$ cat src/hdl/irPkg.sv
/*
  Instruction fetch shared definitions.
  Word and address types, the credit count type, the queue
  occupancy encoding and the fetch constants used by the
  fetch unit, the queue control and the instruction registers.
*/

`default_nettype none

package irPkg;

  // datapath widths
  localparam int InstrWidth = 32;
  localparam int AddrWidth  = 32;

  // one instruction word as returned by memory
  typedef logic [InstrWidth-1:0] instrT;

  // byte address into instruction memory
  typedef logic [AddrWidth-1:0] addrT;

  // credits held by the fetch unit, 0 to QueueDepth
  typedef logic [1:0] creditT;

  // number of words the queue can hold (IR1 and IR2)
  localparam int QueueDepth = 2;

  // first fetch address after reset
  localparam addrT ResetVector = 32'h0000_1000;

  // address step between sequential instructions
  localparam int InstrBytes = 4;

  // IR1, IR2 and IRcurr, 32 bits each
  localparam int ScanLength = 3 * InstrWidth;

  // queue occupancy
  // qOne holds its word in IR1, qTwo has the older word in IR2
  typedef enum logic [1:0] {
    qEmpty = 2'd0,
    qOne   = 2'd1,
    qTwo   = 2'd2
  } qStateT;

endpackage : irPkg

`default_nettype wire

$ cat src/hdl/fetchTop.sv
/*
  Instruction fetch front end.
  Connects the credit-based fetch unit, the queue control and
  the instruction registers. Memory requests leave on reqValid and
  reqAddr, words return on rspValid and rspData, and the decoder
  pops with nextInstr.
*/

`default_nettype none
`timescale 1ns/10ps

module fetchTop import irPkg::*; (
  input  wire logic  phi1,
  input  wire logic  arstN,
  input  wire logic  test,
  input  wire logic  scanIn,
  output logic       scanOut,
  output logic       reqValid,
  output addrT       reqAddr,
  input  wire logic  rspValid,
  input  wire instrT rspData,
  input  wire logic  nextInstr,
  output instrT      irNext,
  output logic       nextValid,
  output instrT      irCurr,
  output logic       currValid
);

  logic enIR1;
  logic enIR2;
  logic enIRcurr;
  logic selIR2;
  logic creditReturn;

  instrFetch i_instrFetch (
    .phi1         (phi1),
    .arstN        (arstN),
    .test         (test),
    .creditReturn (creditReturn),
    .reqValid     (reqValid),
    .reqAddr      (reqAddr)
  );

  irControl i_irControl (
    .phi1         (phi1),
    .arstN        (arstN),
    .test         (test),
    .rspValid     (rspValid),
    .nextInstr    (nextInstr),
    .enIR1        (enIR1),
    .enIR2        (enIR2),
    .enIRcurr     (enIRcurr),
    .selIR2       (selIR2),
    .nextValid    (nextValid),
    .currValid    (currValid),
    .creditReturn (creditReturn)
  );

  // memory words go straight onto the IR1 input
  ir i_ir (
    .phi1     (phi1),
    .arstN    (arstN),
    .test     (test),
    .scanIn   (scanIn),
    .scanOut  (scanOut),
    .dataBus  (rspData),
    .enIR1    (enIR1),
    .enIR2    (enIR2),
    .enIRcurr (enIRcurr),
    .selIR2   (selIR2),
    .irNext   (irNext),
    .irCurr   (irCurr)
  );

endmodule : fetchTop

`default_nettype wire

$ cat src/hdl/instrFetch.sv
/*
  Instruction fetch unit.
  Keeps the program counter and a credit counter. Issues one
  sequential word read per cycle while credits remain, so the
  instruction memory never has to stall a request. Credits come
  back from the queue control when a word moves into IRcurr.
*/

`default_nettype none
`timescale 1ns/10ps

module instrFetch import irPkg::*; (
  input  wire logic phi1,
  input  wire logic arstN,
  input  wire logic test,
  input  wire logic creditReturn,
  output logic      reqValid,
  output addrT      reqAddr
);

  addrT   pc;
  creditT credits;
  creditT creditsNext;

  // a slot is guaranteed for every credit held
  assign reqValid = (credits != '0) && !test;
  assign reqAddr  = pc;

  // one credit spent per request and one back per returned pulse
  always_comb begin
    case ({reqValid, creditReturn})
      2'b10:   creditsNext = credits - 2'd1;
      2'b01:   creditsNext = credits + 2'd1;
      default: creditsNext = credits;
    endcase
  end

  // program counter
  always_ff @(posedge phi1 or negedge arstN) begin
    if (!arstN) begin
      pc <= ResetVector;
    end else if (reqValid) begin
      pc <= pc + addrT'(InstrBytes);
    end
  end

  // credit counter frozen while scanning
  always_ff @(posedge phi1 or negedge arstN) begin
    if (!arstN) begin
      credits <= creditT'(QueueDepth);
    end else if (!test) begin
      credits <= creditsNext;
    end
  end

  // returns from irControl must never push the count past the queue size
  creditBound: assert property (
    @(posedge phi1) disable iff (!arstN)
    credits <= creditT'(QueueDepth)
  ) else $error("credit count above queue depth");

  // a credit can only come back once one has been spent
  returnAfterSpend: assert property (
    @(posedge phi1) disable iff (!arstN)
    (creditReturn && !reqValid) |-> (credits < creditT'(QueueDepth))
  ) else $error("credit returned while all credits held");

endmodule : instrFetch

`default_nettype wire

$ cat src/hdl/ir.sv
/*
  Instruction queue registers.
  IR1 takes words from the memory bus, IR2 holds the older queued
  word and IRcurr the instruction being decoded. The lookahead mux
  picks the oldest queued word. In test mode the three registers
  form one 96-bit scan chain, IR1 first and IRcurr last.
*/

`default_nettype none
`timescale 1ns/10ps

module ir import irPkg::*; (
  input  wire logic  phi1,
  input  wire logic  arstN,
  input  wire logic  test,
  input  wire logic  scanIn,
  output logic       scanOut,
  input  wire instrT dataBus,
  input  wire logic  enIR1,
  input  wire logic  enIR2,
  input  wire logic  enIRcurr,
  input  wire logic  selIR2,
  output instrT      irNext,
  output instrT      irCurr
);

  instrT ir1;
  instrT ir2;

  // oldest queued word for the decoder
  assign irNext  = selIR2 ? ir2 : ir1;
  assign scanOut = irCurr[31];

  // newest word, head of the scan chain
  always_ff @(posedge phi1 or negedge arstN) begin
    if (!arstN) begin
      ir1 <= '0;
    end else if (test) begin
      ir1 <= {ir1[30:0], scanIn};
    end else if (enIR1) begin
      ir1 <= dataBus;
    end
  end

  // older word, loads from IR1
  always_ff @(posedge phi1 or negedge arstN) begin
    if (!arstN) begin
      ir2 <= '0;
    end else if (test) begin
      ir2 <= {ir2[30:0], ir1[31]};
    end else if (enIR2) begin
      ir2 <= ir1;
    end
  end

  // current instruction, loads through the lookahead mux
  always_ff @(posedge phi1 or negedge arstN) begin
    if (!arstN) begin
      irCurr <= '0;
    end else if (test) begin
      irCurr <= {irCurr[30:0], ir2[31]};
    end else if (enIRcurr) begin
      irCurr <= irNext;
    end
  end

  // shifting IR1 into IR2 while IR2 feeds IRcurr needs the mux on IR2
  shiftUsesIR2: assert property (
    @(posedge phi1) disable iff (!arstN)
    (!test && enIR2 && enIRcurr) |-> selIR2
  ) else $error("IR2 overwritten before it reached IRcurr");

endmodule : ir

`default_nettype wire

$ cat src/hdl/irControl.sv
/*
  Instruction queue control.
  Tracks how many words sit in IR1/IR2 and turns memory responses
  (push) and decoder requests (pop) into the register load enables
  and the lookahead select. A word moving into IRcurr gives a credit
  back to the fetch unit one edge later. All state holds in test mode.
*/

`default_nettype none
`timescale 1ns/10ps

module irControl import irPkg::*; (
  input  wire logic phi1,
  input  wire logic arstN,
  input  wire logic test,
  input  wire logic rspValid,
  input  wire logic nextInstr,
  output logic      enIR1,
  output logic      enIR2,
  output logic      enIRcurr,
  output logic      selIR2,
  output logic      nextValid,
  output logic      currValid,
  output logic      creditReturn
);

  qStateT state;
  qStateT stateNext;
  logic   push;
  logic   pop;
  creditT fill;

  assign push = rspValid && !test;
  // pop on an empty queue is dropped
  assign pop  = nextInstr && !test && (state != qEmpty);

  assign nextValid = (state != qEmpty);
  // older word lives in IR2 only when both slots are full
  assign selIR2    = (state == qTwo);

  // occupancy as a count, matches the enum encoding
  assign fill = creditT'(state);

  always_comb begin
    stateNext = state;
    enIR1     = 1'b0;
    enIR2     = 1'b0;
    enIRcurr  = 1'b0;
    case (state)
      qEmpty: begin
        if (push) begin
          enIR1     = 1'b1;
          stateNext = qOne;
        end
      end
      qOne: begin
        if (pop) begin
          // IRcurr takes IR1, IR1 refills if a word arrives
          enIRcurr = 1'b1;
          enIR1    = push;
          if (!push) begin
            stateNext = qEmpty;
          end
        end else if (push) begin
          // IR1 shifts down into IR2
          enIR1     = 1'b1;
          enIR2     = 1'b1;
          stateNext = qTwo;
        end
      end
      qTwo: begin
        if (pop) begin
          enIRcurr = 1'b1;
          enIR2    = push;
          enIR1    = push;
          if (!push) begin
            stateNext = qOne;
          end
        end
      end
      default: stateNext = qEmpty;
    endcase
  end

  always_ff @(posedge phi1 or negedge arstN) begin
    if (!arstN) begin
      state        <= qEmpty;
      currValid    <= 1'b0;
      creditReturn <= 1'b0;
    end else if (!test) begin
      state        <= stateNext;
      creditReturn <= pop;
      if (pop) begin
        currValid <= 1'b1;
      end
    end
  end

  // fetch credits must keep the memory from overrunning a full queue
  noOverflow: assert property (
    @(posedge phi1) disable iff (!arstN)
    !(push && !pop && (fill == creditT'(QueueDepth)))
  ) else $error("response arrived with the queue full");

endmodule : irControl

`default_nettype wire

$ cat config.mk
export PLATFORM = sky130hd
export DESIGN_NAME = fetchTop
export DESIGN_NICKNAME = d
export VERILOG_FILES = /design/src/hdl/irPkg.sv /design/src/hdl/fetchTop.sv /design/src/hdl/instrFetch.sv /design/src/hdl/ir.sv /design/src/hdl/irControl.sv
export SDC_FILE = /design/constraint.sdc
export NUM_CORES = 1
export LEC_CHECK = 0
export ABC_AREA = 1
export BUFFER_PORTS_ARGS = -buffer_cell sky130_fd_sc_hd__buf_2
export CAP_MARGIN = 20
export CORE_MARGIN = 2
export CORE_UTILIZATION = 40
export DETAILED_ROUTE_END_ITERATION = 10
export RECOVER_POWER = 50
export SLEW_MARGIN = 30
export SYNTH_ARGS = -nofsm -noshare
export SYNTH_HDL_FRONTEND = slang
export SYNTH_SLANG_ARGS = --single-unit
$ cat constraint.sdc
create_clock -name phi1 -period 4.06 [get_ports phi1]
set_input_delay 0.812 -clock phi1 [delete_from_list [all_inputs] [get_ports phi1]]
set_output_delay 0.812 -clock phi1 [all_outputs]
set_load 0.03 [all_outputs]
# After elaboration in Yosys (flattened, before gate mapping)
# Index checks and enable logic that the tools add are counted.
dict set report word_totals {
  register_bits 134
  output_inout_bits 100
  word_cells 60
}
dict set report classes {
  addsub 3
  n_eq_ne 9
  mux 23
  bitwise_logic 1
  reduce_logical 16
}
# op n
set ops {}
lappend ops {{32-bit two-way mux} 7}
lappend ops {{32-bit by 3-bit adder with 32-bit output (second input constant)} 1}
lappend ops {{2-bit two-way mux} 6}
lappend ops {{2-bit nonzero test} 6}
lappend ops {{1-bit two-way mux} 6}
lappend ops {{2-bit one-hot mux with 3 select lines} 1}
lappend ops {{6-bit AND reduction} 1}
lappend ops {{2-bit by 1-bit == test with 1-bit output (second input constant)} 2}
lappend ops {{2-bit == test (second input constant)} 2}
lappend ops {{1-bit logical AND} 4}
lappend ops {{2-bit inequality test (second input constant)} 2}
lappend ops {{2-bit one-hot mux with 2 select lines} 1}
lappend ops {{2-bit AND reduction} 2}
lappend ops {{3-bit by 1-bit inequality test with 1-bit output (second input constant)} 1}
lappend ops {{3-bit inequality test (second input constant)} 1}
lappend ops {{1-bit one-hot mux with 3 select lines} 1}
lappend ops {{2-bit by 1-bit adder with 2-bit output (second input constant)} 1}
lappend ops {{2-bit zero test} 1}
lappend ops {{2-bit by 1-bit inequality test with 1-bit output (second input constant)} 1}
lappend ops {{1-bit one-hot mux with 2 select lines} 1}
lappend ops {{2-bit OR reduction} 1}
lappend ops {{2-bit by 1-bit subtractor with 2-bit output (second input constant)} 1}
lappend ops {{1-bit zero test} 1}
lappend ops {{1-bit inverter} 1}

# Depth between registers and ports, before layout
# Gate-level depths: netlist (run 1).
dict set report depth {
  depth_word 7
  depth_mapped 10
  depth_no_buf 9
}

# Hierarchy
# A second synthesis (run 1) with hierarchy kept.
dict set report hier_totals {
  hier_cells 1105
  hier_area_um2 7462.2
}
# module instances cells_each area_each_um2 seq_area_each_um2
set modules_own_cells {}
lappend modules_own_cells {ir 1 818 5323.9 2402.3}
lappend modules_own_cells {instrFetch 1 237 1788.0 803.3}
lappend modules_own_cells {irControl 1 50 350.3 100.1}

# Least setup slack after synthesis (run 1)
# No wires, ideal clock.
dict set report synth_timing {
  path_kind {register -> output}
  start {register i_irControl.state[0], in the netlist i_irControl.fill[0]}
  end {output irNext[11]}
  arrival_time_ps 1681
  path_slack_ps 1567
  path_stages_with_launch 6
  n_path_buf 2
  path_cell_list {dfrtp_1 > inv_1 > ha_1 > buf_2 > buf_2 > o21ai_0}
}
dict set report synth_via {
  elab_chain_cells 2
}
# element line_no
set synth_rtl {}
lappend synth_rtl {{start, declared} irControl.sv:27} ;# qStateT state;
lappend synth_rtl {{start signal, assigned} irControl.sv:87} ;# state <= qEmpty;
lappend synth_rtl {{start signal, assigned} irControl.sv:91} ;# state <= stateNext;
lappend synth_rtl {{2-bit == test} irControl.sv:39} ;# assign selIR2 = (state == qTwo);
lappend synth_rtl {{32-bit two-way mux} ir.sv:31} ;# assign irNext = selIR2 ? ir2 : ir1;
lappend synth_rtl {{end, declared} fetchTop.sv:23} ;# output instrT irNext,
# No other way between the ends.

# Final worst setup path (run 1)
dict set report layout_timing {
  start {register i_irControl.state[0], in the netlist i_irControl.fill[0]}
  end {output irNext[19]}
}
# Same word-level chain as after synthesis.

==> flow_metrics.py, run 1 <==
metrics = {
    "status": {
        "run_status": "finished, violations left",
        "violations": "max-capacitance violations, max-slew violations",
    },
    "synthesis": {
        "yosys.area_share.xor_xnor_pct": 2.58,
        "netlist.top_cell.by_area": "dfrtp_1",
        "syn_area_per_cell_um2": 7.55,
        "synth.yosys.seq_area_share_pct": 46.4,
        "fraction_of_synthesis_flops_using_an_asynchronous_set_or_reset_pin_pct": 100,
        "synth_top_family_by_area": "simple AND/OR/NAND/NOR gates",
        "yosys.area.top_type_share_pct": 45.7,
        "post_synth_main_area_contributors": "dfrtp_1 46%, nand2_1 16%, o21ai_0 9.6%",
        "yosysUniqueCellTypes": 33,
        "synth_warnings": 0,
        "ys_ff_latch": 132,
        "post_synth_most_frequent_cells": "301 x nand2_1, 136 x o21ai_0, 130 x dfrtp_1",
        "synth_cells": 943,
        "ys.flop_type": "dfrtp_1",
        "muxShareOfSynthArea_pct": 0,
        "synth-edff-count": 0,
        "syn-cell-area_um2": 7120,
        "synth-simple-area-share_pct": 26.5,
        "synthAdderAreaFrac_pct": 1.05,
        "synth-compound-area-share_pct": 14.1,
        "synth_most_common_cell": "nand2_1",
    },
    "routing": {
        "final_antenna_net_count": 0,
        "drt-pass1-iter-count": 4,
        "routed_wire_length_per_instance_um": 14.3,
        "detailedRoute.firstIterationViolations": 448,
        "route.detailed.vias_per_inst": 4.86,
        "drc": 0,
        "finalWirelength_um": 18400,
        "total_vias_in_the_final_route": 6264,
    },
    "grt": {
        "grt_antenna_before_repair": 0,
        "via_count_of_the_first_global_routing_pass": 5685,
        "groute.layer.met2.usage_pct": 30.8,
        "globalRouteMet1Util_pct": 29.0,
        "grt.total_usage_pct": 20.3,
        "globalRouteMet3Util_pct": 3.79,
        "gr-max-usage-layer": "met2",
        "grt_max_degree": 98,
        "grt_pass1_wl_um": 29700,
        "grt_overflow_total": 0,
    },
    "timing": {
        "worst_clock_skew_ns": 0.0101,
        "headroom_to_the_max_slew_limit_pct": -36.0,
        "layout_worst_path_cycle_share_pct": 73.9,
        "setup-tns-final_ns": 0,
        "period_minus_slack_ns": 3.00,
        "unrepaired_setup_endpoints_after_global_routing": "no",
        "timing_max_transition_violations_final": 36,
        "worst_tran_pin_value_ns": 2.04,
        "timing_hold_violations_final": 0,
        "report.final.setup_viol": 0,
        "fmax_ghz": 0.333,
    },
    "critical_path": {
        "regToRegStartpoint": "i_irControl.fill[0]",
        "timing.critical_path.arrival_ns": 2.19,
        "rr_worst_depth": 9,
        "worst-r2r-setup-slack_ns": 1.51,
        "endpoint_kind_of_the_worst_setup_timing_path": "output port",
        "cp-start-kind": "register",
        "crit_fanout": 22,
        "timing.critical_path.slowest_stage_cell": "inv_1",
        "cp_class": "register to output port",
        "max_stage_delay_ns": 0.52,
        "wp_buf_inv": 4,
        "cpLargestDelayFamily": "buffers and inverters",
        "critical-path-top-cell-by-count": "inv_1",
        "worst_ep_required_time_ns": 3.25,
        "crit_path_cell_chain": "inv_1 > ha_1 > inv_1 > o21ai_0 > inv_1 > buf_2",
        "rr_endpoint": "i_ir.irCurr[16]",
    },
    "cts": {
        "post_cts_resized": 0,
        "cts_setup_buffers": 0,
        "largest_buffer_count_on_any_clock_path": 2,
        "cts_made_buffers": 17,
        "tritoncts_num_sinks": 132,
        "clock_latency_ns": 0.42,
        "cts_root_buffer": "clkbuf_16",
        "cts_tree": "yes",
        "path_clk_slew_ns": 0.06,
        "cts-htree-levels": 4,
        "cts_hold_buffers": 0,
    },
    "worst_hold_path": {
        "worst_hold_path.num_cells": 2,
        "min_path_type": "register to register",
        "min_to": "i_irControl.currValid",
        "holdCritStartpoint": "i_irControl.currValid",
    },
    "final_layout": {
        "n_fill_cell": 1771,
        "finalCoreUtilization_pct": 48.1,
        "layout-drive-gt1-share_pct": 16.0,
        "nNetsFinal": 1095,
        "antennaDiodeCount": 0,
        "area_growth_syn_to_layout_pct": 17.1,
        "final_cell_area_excluding_filler_cells_um2": 8340,
    },
    "flow_run": {
        "max-cap-violations": 1,
    },
    "placement": {
        "place.gp.congestion": 0.838,
        "placed_area_um2": 7840,
        "port-buffer-count": 135,
        "place.detailed.hpwl_um": 12300,
    },
    "power_and_ir_drop": {
        "leakagePower_nw": 4.21,
        "vdd_drop_max_v": 0.000332,
        "power.density_nw_per_um2": 747,
    },
    "floorplan": {
        "die_width_um": 137,
        "row_count": 48,
        "die-area_um2": 18900,
        "coreArea_um2": 17400,
        "pin_count": 138,
        "die_y_um": 137,
        "initial_utilization_pct": 41.0,
    },
}
## routing by layer
layer,part of all wire (%),vias up
met5,0,-
met4,1.6,0
met3,4.6,20
met2,44,144
met1,50,2874
li1,-,3226
## power by group
part	leakage [nW]	switching, W	internal (W)
clock network	0.280	0.000596	0.000966
registers	1.67	0.000315	0.00177
logic	2.26	0.00190	0.000682
## worst register-to-register path: stages, from the launching register on
cell and delay, ns:
dfrtp_1 0.39, inv_1 0.08, ha_1 0.23, nor2_1 0.34, nand2_1 0.12, nand2_2 0.46, inv_2 0.43, a21oi_1 0.21
o21ai_0 0.10, o21ai_0 0.11
## through the flow
stage               total power [W]  hold slack [ns]  std cells  worst slack, ns
floorplan                   0.00394            0.453        944             1.57
global placement            0.00471            0.445       1256             1.30
detailed placement          0.00474            0.457       1256             1.25
CTS                         0.00631            0.471       1288            0.996
global route                0.00665            0.493       1289            0.851
finish                      0.00623            0.467       1289             1.06
## layout make-up
type | count | area [um^2] | area share (%)
timing repair buffer | 141 | 743 | 8.91
tap | 225 | 282 | 3.37
inverter | 90 | 340 | 4.08
multi-input combinational | 669 | 3080 | 36.9
sequential | 132 | 3310 | 39.6
clock inverter | 12 | 158 | 1.89
clock buffer | 20 | 437 | 5.23
## cells by family (layout without fill, tap and decap cells)
| family | Yosys count | in the layout |
|---|---|---|
| AND/OR/NAND/NOR | 441 | 441 |
| AO/OA/AOI/OAI | 199 | 199 |
| buffers and inverters | 143 | 263 |
| flip-flops | 132 | 132 |
| XOR/XNOR | 21 | 21 |
| adder cells (fa/ha/maj) | 6 | 6 |
| other | 1 | 2 |
## placed cells by master (no fill, tap or decap), types with 2 or more instances in the layout
| cell | instances |
|---|---|
| xor2_1 | 12 |
| o21ai_0 | 136 |
| buf_2 | 117 |
| nand2_1 | 302 |
| a21oi_1 | 4 |
| dfstp_2 | 2 |
| nor2_2 | 5 |
| nor2_1 | 58 |
| nand2_2 | 4 |
| o21ai_1 | 53 |
| nand4_1 | 10 |
| nor3_1 | 4 |
| o22ai_1 | 4 |
| ha_1 | 6 |
| clkinv_2 | 2 |
| inv_2 | 2 |
| nand3_1 | 52 |
| clkinv_4 | 4 |
| buf_4 | 3 |
| clkbuf_16 | 17 |
| clkbuf_1 | 21 |
| xnor2_1 | 9 |
| dfrtp_1 | 130 |
| inv_1 | 87 |
| nand3_2 | 2 |
| bufinv_16 | 3 |
| clkinvlp_4 | 3 |
| buf_12 | 2 |
| nand3b_1 | 2 |
| conb_1 | 2 |
## sequential cells by signal, indices dropped and copies added (netlist names)
name and cells:
i_ir.ir1 32, i_irControl.currValid 1, i_ir.ir2 32, i_instrFetch.credits 2, i_instrFetch.reqAddr 30, i_irControl.creditReturn 1
i_ir.irCurr 32, i_irControl.fill 2
## worst max-delay path by stage
stage	endpoint	depth (start not counted)	slack, ns	from
4_1_cts	irNext[19]	6	1.0	i_irControl.fill[0]
3_5_place_dp	i_ir.irCurr[16]	7	1.25	test
5_1_grt	irNext[19]	6	0.85	i_irControl.fill[0]
2_1_floorplan	irNext[11]	5	1.57	i_irControl.fill[0]
3_3_place_gp	i_ir.irCurr[16]	7	1.30	test
6_report	irNext[19]	6	1.06	i_irControl.fill[0]
(Power assumes the default switching activity.)
==> run 2: changes to the inputs <==
==> constraint.sdc (replaced) <==
create_clock -name phi1 -period 2.44 [get_ports phi1]
set_input_delay 0.488 -clock phi1 [delete_from_list [all_inputs] [get_ports phi1]]
set_output_delay 0.488 -clock phi1 [all_outputs]
set_load 0.03 [all_outputs]
==> run 2 against run 1 <==
  * Combinational power grew 71%
  * Core utilization is 0.76 points higher
  * Setup slack worse by 1.0 ns
  * Register-to-register slack worse by 1.2 ns
  * The run now ends clean
  * Total power up 69%
  * Critical path depth did not move
  * Clock power rose by 68%
==> flow_metrics.py, run 2 (synthesis gave the netlist of run 1 again) <==
metrics = {
    "grt": {
        "grt_max_degree": 95,
        "via_count_of_the_first_global_routing_pass": 5953,
        "grt.total_usage_pct": 20.8,
        "grt_overflow_total": 0,
        "grt_antenna_before_repair": 0,
        "grt_pass1_wl_um": 30700,
    },
    "power_and_ir_drop": {
        "clock_power_share_pct": 24.9,
        "switching_power_w": 0.00469,
        "vdd_drop_max_v": 0.000606,
        "total_power_w": 0.0105,
        "power_switching_share_pct": 44.6,
        "cellInternalPower_w": 0.00583,
        "power.sequential.fraction_pct": 33.1,
        "power.density_nw_per_um2": 1240,
        "pwr-share-comb_pct": 42.0,
        "leakagePower_nw": 4.27,
    },
    "critical_path": {
        "worst-r2r-setup-slack_ns": 0.31,
        "max_stage_delay_ns": 0.41,
        "rr_worst_depth": 9,
        "crit_path_cell_chain": "inv_1 > ha_2 > buf_6 > nand2_1 > o21ai_1 > buf_2",
        "rr_endpoint": "i_ir.irCurr[16]",
        "regToRegStartpoint": "i_irControl.fill[0]",
        "worst_ep_required_time_ns": 1.95,
        "crit_fanout": 20,
        "endpoint_kind_of_the_worst_setup_timing_path": "output port",
        "cp_class": "register to output port",
        "wp_buf_inv": 3,
        "cpLargestDelayFamily": "buffers and inverters",
        "timing.critical_path.arrival_ns": 1.90,
        "timing.critical_path.slowest_stage_cell": "dfrtp_1",
        "cp-start-kind": "register",
    },
    "worst_hold_path": {
        "min_path_type": "input pin to async pin",
    },
    "cts": {
        "cts_hold_buffers": 0,
        "clock_latency_ns": 0.42,
        "cts_made_buffers": 17,
        "cts-htree-levels": 4,
        "cts_tree": "yes",
        "largest_buffer_count_on_any_clock_path": 2,
        "tritoncts_num_sinks": 132,
        "path_clk_slew_ns": 0.05,
        "cts_root_buffer": "clkbuf_16",
    },
    "flow_run": {
        "max-cap-violations": 0,
    },
    "timing": {
        "layout_worst_path_cycle_share_pct": 98.0,
        "fmax_ghz": 0.418,
        "period_minus_slack_ns": 2.39,
        "timing_hold_violations_final": 0,
        "worst_clock_skew_ns": 0.00563,
        "headroom_to_the_max_slew_limit_pct": 14.3,
        "timing_max_transition_violations_final": 0,
        "worst_tran_pin_value_ns": 1.28,
        "report.final.setup_viol": 0,
    },
    "floorplan": {
        "row_count": 48,
        "die_width_um": 137,
        "pin_count": 138,
        "die_y_um": 137,
        "die-area_um2": 18900,
        "initial_utilization_pct": 41.0,
        "coreArea_um2": 17400,
    },
    "final_layout": {
        "layout-drive-gt1-share_pct": 16.4,
        "n_fill_cell": 1783,
        "nNetsFinal": 1107,
        "most-common-layout-cells": "303 x nand2_1, 130 x dfrtp_1, 118 x o21ai_0",
        "reg.largest.list": "i_ir.ir1: 32 flops, i_ir.ir2: 32 flops, i_ir.irCurr: 32 flops",
        "antennaDiodeCount": 0,
        "area_growth_syn_to_layout_pct": 19.0,
        "layout_commonest_cell": "nand2_1",
        "final_cell_area_excluding_filler_cells_um2": 8470,
    },
    "routing": {
        "total_vias_in_the_final_route": 6431,
        "drt-pass1-iter-count": 5,
        "final_antenna_net_count": 0,
        "detailedRoute.firstIterationViolations": 392,
        "drc": 0,
        "finalWirelength_um": 18900,
        "routed_wire_length_per_instance_um": 14.5,
        "route.detailed.vias_per_inst": 4.94,
    },
    "placement": {
        "placed_area_um2": 7950,
        "port-buffer-count": 135,
        "place.detailed.hpwl_um": 13400,
        "place.gp.congestion": 0.851,
    },
    "status": {
        "run_status": "completed",
    },
}
## run 2: changes by cell type in the layout (fill, tap and decap cells not counted), moves of 3 or more
| cell | before | now |
|---|---|---|
| o21ai_1 | 53 | 71 |
| o21ai_0 | 136 | 118 |
| buf_4 | 3 | 11 |
| clkbuf_1 | 21 | 27 |
| clkinv_4 | 4 | 1 |
| buf_2 | 117 | 107 |
| clkbuf_8 | 0 | 6 |
## run 2: worst max path at each step
stage / endpoint / slack, ns / from / cells after the start
2_1_floorplan: irNext[11] / 0.27 / i_irControl.fill[0] / 5
3_3_place_gp: irNext[4] / 0.41 / i_irControl.fill[0] / 5
3_5_place_dp: i_ir.irCurr[16] / 0.37 / test / 7
4_1_cts: irNext[12] / 0.002 / i_irControl.fill[0] / 5
5_1_grt: irNext[30] / -0.02 / i_irControl.fill[0] / 8
6_report: irNext[21] / 0.05 / i_irControl.fill[0] / 6
## run 2: layout make-up
class                      instances  area, um^2  share of cell area, %
timing repair buffer             153         840                   9.91
multi-input combinational        669        3100                   36.6
inverter                          90         340                   4.02
sequential                       132        3310                   39.0
clock buffer                      25         515                   6.08
clock inverter                     7        93.8                   1.11
tap                              225         282                   3.32
## run 2: power by group through the flow
| stage | Sequential (W) | Clock [W] | Combinational (W) |
|---|---|---|---|
| 4_1_cts | 0.00348 | 0.00267 | 0.00448 |
| 3_5_place_dp | 0.00351 | 0 | 0.00444 |
| 2_1_floorplan | 0.00399 | 0 | 0.00257 |
| 3_3_place_gp | 0.00349 | 0 | 0.00442 |
| 6_report | 0.00348 | 0.00262 | 0.00442 |
| 5_1_grt | 0.00358 | 0.00277 | 0.00489 |
## run 2: worst reg2reg max path: stages, from the launching register on
cell and delay [ns]:
dfrtp_1 0.39, inv_1 0.09, ha_1 0.23, nor2_1 0.36, nand2_1 0.12, nand2_2 0.19, inv_2 0.28, a21oi_1 0.21
o21ai_0 0.09, o21ai_0 0.09
## run 2: metal layers
metal	part of all wire, %	vias to the layer above	wire length [um]	GRT usage (%)
met5	0	-	0	0
met3	6.0	19	1140	4.30
met4	1.4	0	263	7.16
met1	48	2991	9140	29.6
li1	-	3260	-	-
met2	44	161	8360	31.6
## run 2: what timing repair did
item                                    in CTS  in global routing
setup buffers                                0                  2
endpoints found under the hold margin        0                  0
gates cloned                                 0                  0
pin swaps                                    0                  0
endpoints found under the setup margin      11                 27
gates resized for setup                      8                 18
## run 2: per-stage QoR
step	setup TNS [ns]	worst slack (ns)	hold slack [ns]	instances	utilization [%]
finish	0	0.0485	0.353	1301	48.8
global route	-0.0511	-0.0207	0.401	1301	48.8
CTS	0	0.00157	0.0313	1299	49.3
detailed placement	0	0.367	0.452	1267	45.8
global placement	0	0.414	0.452	1267	45.8
floorplan	0	0.271	0.192	944	-
